$ cat src/rtl/loader_pkg.sv
package loader_pkg;

	////////////////////////////////////////////////////////////////////////////
	// Widths that carry a meaning

	typedef logic [24:0]  dl_addr_t;   // Host download byte address
	typedef logic [22:0]  mem_addr_t;  // Word address inside one 8 MB bank
	typedef logic [7:0]   byte_t;
	typedef logic [8:0]   page_t;      // Bit 8 picks the upper half of a bank
	typedef logic [1:0]   bank_t;
	typedef logic [23:0]  file_ext_t;  // Three ASCII characters
	typedef logic [255:0] rom_map_t;   // One bit per upper ROM page

	typedef enum logic [1:0] {
		IDLE,
		SYS_LOAD,
		EXT_LOAD,
		TAPE_LOAD
	} loader_state_t;

	////////////////////////////////////////////////////////////////////////////
	// Download index codes from the host menu

	localparam byte_t ROM_INDEX  = 8'd0;
	localparam byte_t EXT_INDEX  = 8'd3;
	localparam byte_t TAPE_INDEX = 8'd4;

	////////////////////////////////////////////////////////////////////////////
	// Fixed slots in a bank
	// Lower 4 MB holds OS ROM, RAM pages and the MF2 ROM
	// Upper 4 MB holds up to 256 pages of upper ROM

	localparam page_t OS_SLOT      = 9'h000;
	localparam page_t BASIC_SLOT   = 9'h100;
	localparam page_t AMSDOS_SLOT  = 9'h107;
	localparam page_t MF2_SLOT     = 9'h0FF;
	localparam page_t UNUSED_PAGE  = 9'h1EE; // Target for a malformed extension
	localparam page_t ROM_LOW_FILL = 9'h1FF;

	localparam int unsigned SYS_IMAGE_COUNT = 8; // Four images per model

endpackage

$ cat src/rtl/boot_bus_if.sv
`timescale 1ns/100ps

// ROM write port towards external memory
// One cycle per write, no back-pressure
interface boot_bus_if import loader_pkg::*; ();

	logic      wr;
	mem_addr_t addr;
	bank_t     bank;
	byte_t     data;

	modport source (
		output wr, addr, bank, data
	);

	modport sink (
		input wr, addr, bank, data
	);

endinterface

$ cat src/rtl/tape_mem_if.sv
`timescale 1ns/100ps

// Tape port towards external memory
// Access is pending while wr or rd is high, one ack toggle completes it
interface tape_mem_if import loader_pkg::*; ();

	mem_addr_t addr;
	logic      wr;
	logic      rd;
	byte_t     din;
	byte_t     dout;  // Valid in the cycle ack toggles
	logic      ack;

	modport master (
		output addr, wr, rd, din,
		input  dout, ack
	);

	modport slave (
		input  addr, wr, rd, din,
		output dout, ack
	);

endinterface

$ cat src/rtl/loader_ctrl.sv
`timescale 1ns/100ps

module loader_ctrl import loader_pkg::*; (
	input  logic  clk_sys,
	input  logic  reset,
	input  logic  dl_active,
	input  byte_t dl_index,
	input  logic  cfg_cpc664,
	output logic  sys_load,
	output logic  ext_load,
	output logic  tape_load,
	output logic  busy,
	output logic  ext_start,
	output logic  loader_reset,
	output logic  model
);

	loader_state_t state;
	loader_state_t start_state;
	logic          active_d;
	logic          dl_rise;

	assign dl_rise = dl_active & ~active_d;

	// Kind of download, picked from the host index
	always_comb begin
		case (dl_index)
			ROM_INDEX:  start_state = SYS_LOAD;
			EXT_INDEX:  start_state = EXT_LOAD;
			TAPE_INDEX: start_state = TAPE_LOAD;
			default:    start_state = IDLE;   // Unknown index is ignored
		endcase
	end

	always_ff @(posedge clk_sys) begin
		if (reset) begin
			state        <= IDLE;
			active_d     <= 1'b0;
			ext_start    <= 1'b0;
			loader_reset <= 1'b0;
		end else begin
			active_d     <= dl_active;
			ext_start    <= dl_rise && (dl_index == EXT_INDEX);
			loader_reset <= sys_load | ext_load;  // Machine held while ROMs change

			if (!dl_active)
				state <= IDLE;
			else if (dl_rise)
				state <= start_state;
		end
	end

	assign sys_load  = (state == SYS_LOAD);
	assign ext_load  = (state == EXT_LOAD);
	assign tape_load = (state == TAPE_LOAD);
	assign busy      = (state != IDLE);

	// Model only changes across a reset of the machine
	always_ff @(posedge clk_sys) begin
		if (reset || loader_reset)
			model <= cfg_cpc664;
	end

endmodule

$ cat src/rtl/expansion_page_decoder.sv
`timescale 1ns/100ps

module expansion_page_decoder import loader_pkg::*; (
	input  logic      clk_sys,
	input  logic      reset,
	input  logic      ext_start,
	input  file_ext_t dl_file_ext,
	output page_t     page
);

	// Returns {valid, nibble} for one hex character
	function automatic logic [4:0] hex_value(input byte_t c);
		logic [4:0] v;
		v = 5'd0;
		if (c >= "0" && c <= "9")
			v = {1'b1, c[3:0]};
		else if (c >= "A" && c <= "F")
			v = {1'b1, c[3:0] + 4'd9};  // 'A' is 0x41
		return v;
	endfunction

	logic [4:0] hi_digit;
	logic [4:0] lo_digit;
	page_t      next_page;

	assign hi_digit = hex_value(dl_file_ext[15:8]);
	assign lo_digit = hex_value(dl_file_ext[7:0]);

	always_comb begin
		next_page = UNUSED_PAGE;
		if (hi_digit[4])
			next_page[7:4] = hi_digit[3:0];
		if (lo_digit[4])
			next_page[3:0] = lo_digit[3:0];
		if (dl_file_ext[15:0] == "ZZ")
			next_page = '0;                 // Lower half, page 0
	end

	always_ff @(posedge clk_sys) begin
		if (reset)
			page <= UNUSED_PAGE;
		else if (ext_start)
			page <= next_page;
	end

endmodule

$ cat src/rtl/boot_write_mux.sv
`timescale 1ns/100ps

module boot_write_mux import loader_pkg::*; (
	input  logic     clk_sys,
	input  logic     reset,
	input  logic     sys_load,
	input  logic     ext_load,
	input  logic     model,
	input  dl_addr_t dl_addr,
	input  byte_t    dl_data,
	input  logic     dl_wr,
	input  page_t    page,
	boot_bus_if.source boot,
	output rom_map_t rom_map
);

	logic [10:0] image;     // 16 KB image number of a system download
	page_t       slot;
	bank_t       bank;
	logic        slot_ok;
	logic        wr_d;
	logic [7:0]  map_page;
	logic        map_hit;

	assign image = dl_addr[24:14];

	////////////////////////////////////////////////////////////////////////////
	// Address mapping

	always_comb begin
		slot    = ROM_LOW_FILL;
		bank    = '0;
		slot_ok = 1'b0;
		if (ext_load) begin
			slot    = {page[8], page[7:0] + dl_addr[21:14]};
			bank    = {1'b0, model};
			slot_ok = 1'b1;
		end else if (sys_load) begin
			case (image)
				11'd0, 11'd4: slot = OS_SLOT;
				11'd1, 11'd5: slot = BASIC_SLOT;
				11'd2, 11'd6: slot = AMSDOS_SLOT;
				11'd3, 11'd7: slot = MF2_SLOT;
				default:      slot = ROM_LOW_FILL;
			endcase
			bank    = {1'b0, image[2]};  // Images 4..7 belong to the 664
			slot_ok = (image < SYS_IMAGE_COUNT);
		end
	end

	assign boot.wr   = dl_wr & slot_ok;
	assign boot.addr = {slot, dl_addr[13:0]};
	assign boot.bank = bank;
	assign boot.data = dl_data;

	////////////////////////////////////////////////////////////////////////////
	// Upper ROM page map

	always_ff @(posedge clk_sys) begin
		if (dl_wr)
			map_page <= slot[7:0];          // Held for the end of the write
	end

	always_ff @(posedge clk_sys) begin
		if (reset) begin
			wr_d    <= 1'b0;
			map_hit <= 1'b0;
			rom_map <= '0;
		end else begin
			wr_d <= dl_wr;
			if (dl_wr)
				map_hit <= slot_ok & slot[8];
			if (wr_d && !dl_wr && map_hit)
				rom_map[map_page] <= 1'b1;
		end
	end

endmodule

$ cat src/rtl/tape_buffer_player.sv
`timescale 1ns/100ps

module tape_buffer_player import loader_pkg::*; (
	input  logic     clk_sys,
	input  logic     reset,
	input  logic     tape_load,
	input  logic     busy,
	input  dl_addr_t dl_addr,
	input  byte_t    dl_data,
	input  logic     dl_wr,
	input  logic     tape_data_req,
	tape_mem_if.master mem,
	output logic     tape_data_ack,
	output byte_t    tape_data,
	output logic     tape_end
);

	mem_addr_t play_addr;
	mem_addr_t last_addr;
	mem_addr_t addr_q;
	byte_t     din_q;
	logic      wr_q;
	logic      rd_q;
	logic      wr_d;
	logic      ack_d;
	logic      ack_edge;
	logic      req_pending;

	assign ack_edge    = mem.ack ^ ack_d;
	assign req_pending = tape_data_req ^ tape_data_ack;

	assign mem.addr = addr_q;
	assign mem.din  = din_q;
	assign mem.wr   = wr_q;
	assign mem.rd   = rd_q;

	always_ff @(posedge clk_sys) begin
		if (reset) begin
			wr_q          <= 1'b0;
			rd_q          <= 1'b0;
			wr_d          <= 1'b0;
			ack_d         <= 1'b0;
			tape_end      <= 1'b0;
			tape_data_ack <= tape_data_req;  // Nothing pending out of reset
			play_addr     <= 23'd1;          // Empty tape until a download
			last_addr     <= '0;
		end else begin
			wr_d  <= dl_wr;
			ack_d <= mem.ack;

			//////////////////////////////////////////////////////////////////
			// Download side

			if (wr_q && ack_edge)
				wr_q <= 1'b0;

			if (tape_load) begin
				play_addr <= '0;
				tape_end  <= 1'b0;
				if (dl_wr && !wr_d) begin
					wr_q      <= 1'b1;
					addr_q    <= dl_addr[22:0];
					din_q     <= dl_data;
					last_addr <= dl_addr[22:0];
				end
			end

			//////////////////////////////////////////////////////////////////
			// Playback side

			if (rd_q && ack_edge) begin
				rd_q          <= 1'b0;
				tape_data     <= mem.dout;
				tape_data_ack <= tape_data_req;
				play_addr     <= play_addr + 23'd1;
			end else if (!busy && !rd_q && !wr_q && req_pending) begin
				if (play_addr <= last_addr) begin
					rd_q   <= 1'b1;
					addr_q <= play_addr;
				end else begin
					tape_end <= 1'b1;            // Request left unanswered
				end
			end
		end
	end

endmodule

$ cat src/rtl/cpc_loader_top.sv
`timescale 1ns/100ps

module cpc_loader_top import loader_pkg::*; (
	input  logic      clk_sys,
	input  logic      reset,

	// Host download stream
	input  logic      dl_active,
	input  byte_t     dl_index,
	input  file_ext_t dl_file_ext,
	input  dl_addr_t  dl_addr,
	input  byte_t     dl_data,
	input  logic      dl_wr,
	input  logic      cfg_cpc664,

	output logic      loader_reset,
	output logic      model,

	// ROM writes to memory
	output logic      boot_wr,
	output mem_addr_t boot_addr,
	output bank_t     boot_bank,
	output byte_t     boot_data,
	output rom_map_t  rom_map,

	// Tape port of memory
	output mem_addr_t tape_addr,
	output logic      tape_wr,
	output logic      tape_rd,
	output byte_t     tape_din,
	input  byte_t     tape_dout,
	input  logic      tape_ack,

	// Tape consumer
	input  logic      tape_data_req,
	output logic      tape_data_ack,
	output byte_t     tape_data,
	output logic      tape_end
);

	logic  sys_load;
	logic  ext_load;
	logic  tape_load;
	logic  busy;
	logic  ext_start;
	page_t page;

	boot_bus_if boot_bus ();
	tape_mem_if tape_mem ();

	loader_ctrl ctrl_i (
		.clk_sys      (clk_sys),
		.reset        (reset),
		.dl_active    (dl_active),
		.dl_index     (dl_index),
		.cfg_cpc664   (cfg_cpc664),
		.sys_load     (sys_load),
		.ext_load     (ext_load),
		.tape_load    (tape_load),
		.busy         (busy),
		.ext_start    (ext_start),
		.loader_reset (loader_reset),
		.model        (model)
	);

	expansion_page_decoder page_dec_i (
		.clk_sys     (clk_sys),
		.reset       (reset),
		.ext_start   (ext_start),
		.dl_file_ext (dl_file_ext),
		.page        (page)
	);

	boot_write_mux boot_mux_i (
		.clk_sys  (clk_sys),
		.reset    (reset),
		.sys_load (sys_load),
		.ext_load (ext_load),
		.model    (model),
		.dl_addr  (dl_addr),
		.dl_data  (dl_data),
		.dl_wr    (dl_wr),
		.page     (page),
		.boot     (boot_bus.source),
		.rom_map  (rom_map)
	);

	tape_buffer_player tape_i (
		.clk_sys       (clk_sys),
		.reset         (reset),
		.tape_load     (tape_load),
		.busy          (busy),
		.dl_addr       (dl_addr),
		.dl_data       (dl_data),
		.dl_wr         (dl_wr),
		.tape_data_req (tape_data_req),
		.mem           (tape_mem.master),
		.tape_data_ack (tape_data_ack),
		.tape_data     (tape_data),
		.tape_end      (tape_end)
	);

	assign boot_wr   = boot_bus.wr;
	assign boot_addr = boot_bus.addr;
	assign boot_bank = boot_bus.bank;
	assign boot_data = boot_bus.data;

	assign tape_addr     = tape_mem.addr;
	assign tape_wr       = tape_mem.wr;
	assign tape_rd       = tape_mem.rd;
	assign tape_din      = tape_mem.din;
	assign tape_mem.dout = tape_dout;
	assign tape_mem.ack  = tape_ack;

endmodule

$ cat config.mk
export PLATFORM = sky130hd
export DESIGN_NAME = cpc_loader_top
export DESIGN_NICKNAME = d
export VERILOG_FILES = /design/src/rtl/loader_pkg.sv /design/src/rtl/boot_bus_if.sv /design/src/rtl/tape_mem_if.sv /design/src/rtl/loader_ctrl.sv /design/src/rtl/expansion_page_decoder.sv /design/src/rtl/boot_write_mux.sv /design/src/rtl/tape_buffer_player.sv /design/src/rtl/cpc_loader_top.sv
export SDC_FILE = /design/constraint.sdc
export NUM_CORES = 1
export LEC_CHECK = 0
export ABC_AREA = 1
export BUFFER_PORTS_ARGS = -buffer_cell sky130_fd_sc_hd__buf_2
export CORE_ASPECT_RATIO = 1.25
export CORE_MARGIN = 4
export CORE_UTILIZATION = 40
export CTS_CLUSTER_DIAMETER = 200
export CTS_CLUSTER_SIZE = 16
export DETAILED_ROUTE_END_ITERATION = 6
export SYNTH_ARGS = -nofsm -noshare
export SYNTH_HDL_FRONTEND = slang
export SYNTH_SLANG_ARGS = --single-unit
$ cat constraint.sdc
create_clock -name clk_sys -period 2.14 [get_ports clk_sys]
set_input_delay 0.214 -clock clk_sys [delete_from_list [all_inputs] [get_ports clk_sys]]
set_output_delay 0.214 -clock clk_sys [all_outputs]
set_load 0.1 [all_outputs]
==> Flow_metrics.wiki <==
{| class="wikitable"
! Metric !! Value
|-
| Fraction of registers with async set or reset after synthesis || 0%
|-
| Violated checks || setup timing
|-
| Die area || 40580 µm²
|-
| Number of vias after detailed routing || 13810
|-
| First-pass GRT wire length || 72.91 mm
|-
| DRC errors left || 0
|-
| Internal power contribution || 9878 µW
|-
| Status || complete, but fails checks
|-
| CP max FO || 2
|-
| Slack of the critical path || -0.3534 ns
|-
| Synth top area cells || sky130_fd_sc_hd__dfxtp_1, sky130_fd_sc_hd__a21oi_1, sky130_fd_sc_hd__edfxtp_1
|-
| Number of failing hold endpoints at the final stage || 0
|-
| Power Density || 684.1 nW/µm²
|-
| Final max-slew violation count || 0
|-
| Number of setup violations in the final report || 5
|-
| Number of global-route vias before repair || 13060
|-
| Pre-CTS setup slack || -0.02794 ns
|-
| Max frequency || 401.1 MHz
|-
| Max IR drop VDD || 0.0005150 V
|-
| Fraction of layout instances using a drive strength above 1 || 28.91%
|-
| Min-delay worst type || in -> reg
|-
| Antenna viol nets, final || 0
|-
| Required time of the worst setup path || 1.93 ns
|-
| Clk Tree Root Cell || sky130_fd_sc_hd__clkbuf_16
|-
| Unique masters post-synth || 46
|-
| Final Non-Filler Cells || 2815
|-
| Total gr overflow || 0
|-
| Number of standard cells after synthesis || 1849
|-
| Crit path DAT || 2.28 ns
|-
| Number of warning messages in the yosys log || 0
|-
| Proportion of netlist area held by the largest area contributor || 43.08%
|-
| DR pass1 iterations || 5
|-
| Synth Area per Inst || 8.092 µm²
|-
| Largest net degree at the start of global routing || 183
|-
| Cell area after synthesis || 14960 µm²
|-
| Minimum period implied by the final worst setup slack || 2.493 ns
|-
| Half-perimeter wire length of the detailed placement result || 34.51 mm
|-
| Number of fill cells in the layout || 3506
|-
| RSZ-0062 raised after global routing || true
|-
| Clk sink count || 371
|-
| Global placement routability congestion || 0.8495
|-
| Worst slew margin || 36.09%
|-
| Dominant synthesized flop cell || sky130_fd_sc_hd__dfxtp_1
|-
| Clock Skew || 0.01318 ns
|-
| Area Growth Syn to Fin || 32.03%
|-
| Count of flip-flops with a built-in enable after synthesis || 49
|-
| Initial antenna violation count || 0
|-
| TritonCTS clock tree || yes
|-
| Comb pwr share || 12.0%
|-
| Via density per instance || 4.906
|-
| GR Util All Layers || 22.30%
|-
| Horiz. Die Dim || 181.0 µm
|-
| Std cell rows || 78
|-
| Part of the total power dissipated in sequential elements || 53.1%
|-
| Share of the yosys chip area belonging to registers || 52.92%
|-
| Synth Register Bits || 371
|-
| Clk Latency, worst-skew pair || 0.56 ns
|-
| Ports placed on the boundary || 415
|-
| Switching pwr || 3635 µW
|-
| Max-cap violations || 0
|-
| Leak Pwr || 0.008606 µW
|-
| Number of I/O port buffers || 405
|-
| Top cells by count, synth || sky130_fd_sc_hd__nand2_1, sky130_fd_sc_hd__a21oi_1, sky130_fd_sc_hd__dfxtp_1, sky130_fd_sc_hd__inv_1, sky130_fd_sc_hd__nor2_1
|-
| Share of the cycle needed by the critical path after routing || 116.5%
|-
| H-tree depth reported by CTS || 1
|-
| Slew @ Worst Pin || 0.9587 ns
|-
| Cell taking the most area after synthesis || sky130_fd_sc_hd__dfxtp_1
|-
| Wire length per cell after detailed routing || 17.23 µm
|-
| Initial DRC Count || 886
|-
| Switch share || 26.90%
|-
| Worst setup SP type || flop
|-
| Chip Height || 224.2 µm
|-
| Syn_nets || 1974
|-
| Most frequent cell after synthesis || sky130_fd_sc_hd__nand2_1
|-
| Net count reported at finish || 2452
|-
| Total instance count after detailed placement || 2716
|-
| Power share of the clock group || 34.8%
|-
| Max clock buf depth || 3
|-
| Starting Density || 40.88%
|-
| Number of diodes || 0
|-
| Total core area || 36600 µm²
|-
| Crit Path Category || reg -> out
|-
| TritonCTS buffer count || 27
|-
| Routed wire length || 48.50 mm
|-
| Register clock-pin slew on the reported worst setup and hold paths || 0.07 ns
|-
| Element type at the critical path end || output pin
|}
-- cells by family (layout without fill, tap and decap cells) --
kind of cell | count (synthesis) | after routing | share of synthesized area (%)
AO/OA/AOI/OAI | 387 | 387 | 13.78
XOR/XNOR | 5 | 5 | 0.2927
adder cells (fa/ha/maj) | 45 | 45 | 3.813
buffers and inverters | 336 | 822 | 9.492
flip-flops | 371 | 371 | 52.92
other | 1 | 1 | 0.02506
AND/OR/NAND/NOR | 704 | 704 | 19.68
-- sequential cells by signal (all words and copies together) (netlist names), 2 cells and up --
| name | cells |
|---|---|
| boot_mux_i.map_page | 8 |
| boot_mux_i.rom_map | 256 |
| ctrl_i.state | 2 |
| page_dec_i.page | 9 |
| tape_i.last_addr | 23 |
| tape_i.mem.addr | 23 |
| tape_i.mem.din | 8 |
| tape_i.play_addr | 23 |
| tape_i.tape_data | 8 |
-- worst max-delay path, cell delays in order, from the launching register on --
cell                      delay, ns
sky130_fd_sc_hd__dfxtp_2       0.35
sky130_fd_sc_hd__ha_4          0.13
sky130_fd_sc_hd__inv_2         0.03
sky130_fd_sc_hd__fa_2          0.35
sky130_fd_sc_hd__inv_2         0.06
sky130_fd_sc_hd__nand3_2       0.06
sky130_fd_sc_hd__nand2_2       0.09
sky130_fd_sc_hd__nand2_4       0.07
sky130_fd_sc_hd__a21oi_4       0.13
sky130_fd_sc_hd__nor3_2        0.05
sky130_fd_sc_hd__o21ai_2       0.20
sky130_fd_sc_hd__buf_12        0.20
-- cells in the final DEF, fill, tap and decap left out, types with 6 or more instances in the layout --
cell                            instances
sky130_fd_sc_hd__buf_2                393
sky130_fd_sc_hd__nand2_1              362
sky130_fd_sc_hd__a21oi_1              319
sky130_fd_sc_hd__dfxtp_1              301
sky130_fd_sc_hd__inv_1                222
sky130_fd_sc_hd__nor2_1               213
sky130_fd_sc_hd__buf_4                 91
sky130_fd_sc_hd__edfxtp_1              49
sky130_fd_sc_hd__dlygate4sd3_1         47
sky130_fd_sc_hd__nand3_1               33
sky130_fd_sc_hd__clkbuf_16             31
sky130_fd_sc_hd__ha_1                  30
sky130_fd_sc_hd__o21ai_2               20
sky130_fd_sc_hd__nand2_2               19
sky130_fd_sc_hd__dfxtp_2               19
sky130_fd_sc_hd__o21ai_0               18
sky130_fd_sc_hd__nor3_2                15
sky130_fd_sc_hd__nor3_1                15
sky130_fd_sc_hd__ha_4                  14
sky130_fd_sc_hd__buf_12                14
sky130_fd_sc_hd__nand4_1               11
sky130_fd_sc_hd__nor2_4                 8
sky130_fd_sc_hd__clkbuf_1               8
sky130_fd_sc_hd__inv_2                  7
sky130_fd_sc_hd__nand2_4                6
sky130_fd_sc_hd__nor2_2                 6
sky130_fd_sc_hd__o211ai_1               6
-- worst paths after layout --
kind | startpoint | end | slack (ns) | depth (start not counted)
worst min-delay path | dl_addr[18] | tape_i.last_addr[18] | 0.04 | 3
worst max-delay path | page_dec_i.page[0] | boot_addr[20] | -0.35 | 11
worst min register to register | boot_mux_i.rom_map[210] | boot_mux_i.rom_map[210] | 0.45 | 2
worst max register to register | tape_i.last_addr[18] | tape_i.mem.addr[19] | 0.03 | 11
-- power by group through the flow --
| stage | clock [µW] | sequential [µW] | combinational (µW) |
|---|---|---|---|
| after global routing | 5090 | 7190 | 1720 |
| final | 4710 | 7180 | 1630 |
| after floorplan | 0 | 7730 | 698 |
| after CTS | 4830 | 7180 | 1540 |
| after detailed placement | 0 | 7340 | 1440 |
| after global placement | 0 | 7340 | 1430 |
-- layer usage --
layer	global-route usage, %	share of wire, %
met1	27.28	40
met2	38.91	49
met3	5.176	8.1
met4	7.508	3.4
met5	0	0
-- per-stage QoR --
step / utilization, % / cell area, µm² / total power (µW) / setup TNS, ns / hold slack, ns
global placement: 49.05 / 17950 / 8772 / 0 / 0.3906
detailed placement: 49.05 / 17950 / 8786 / -0.2764 / 0.3921
floorplan: - / 15010 / 8432 / -2.227 / 0.3129
finish: 53.98 / 19750 / 13510 / -1.068 / 0.04482
global route: 53.98 / 19750 / 14000 / -2.257 / 0.03421
CTS: 52.85 / 19340 / 13550 / -1.020 / 0.01146
-- cell type report --
class,instances,area [µm²],area share (%)
flip-flops and latches,371,7949,40.24
multi-input cells,1142,6051,30.63
repair buffers,553,3550,17.97
inverters,232,873.3,4.421
clock buffers,35,705.7,3.572
well taps,480,600.6,3.040
clock inverters,2,25.02,0.1267
-- what timing repair did --
item	4_1_cts	5_1_grt
endpoints found under the setup margin	32	33
pin swaps	10	24
hold buffers	47	0
setup buffers	3	6
gates cloned	0	6
gates resized for setup	41	61
hold endpoints to repair	53	0
Note: power is estimated with default switching activity, not from simulation.
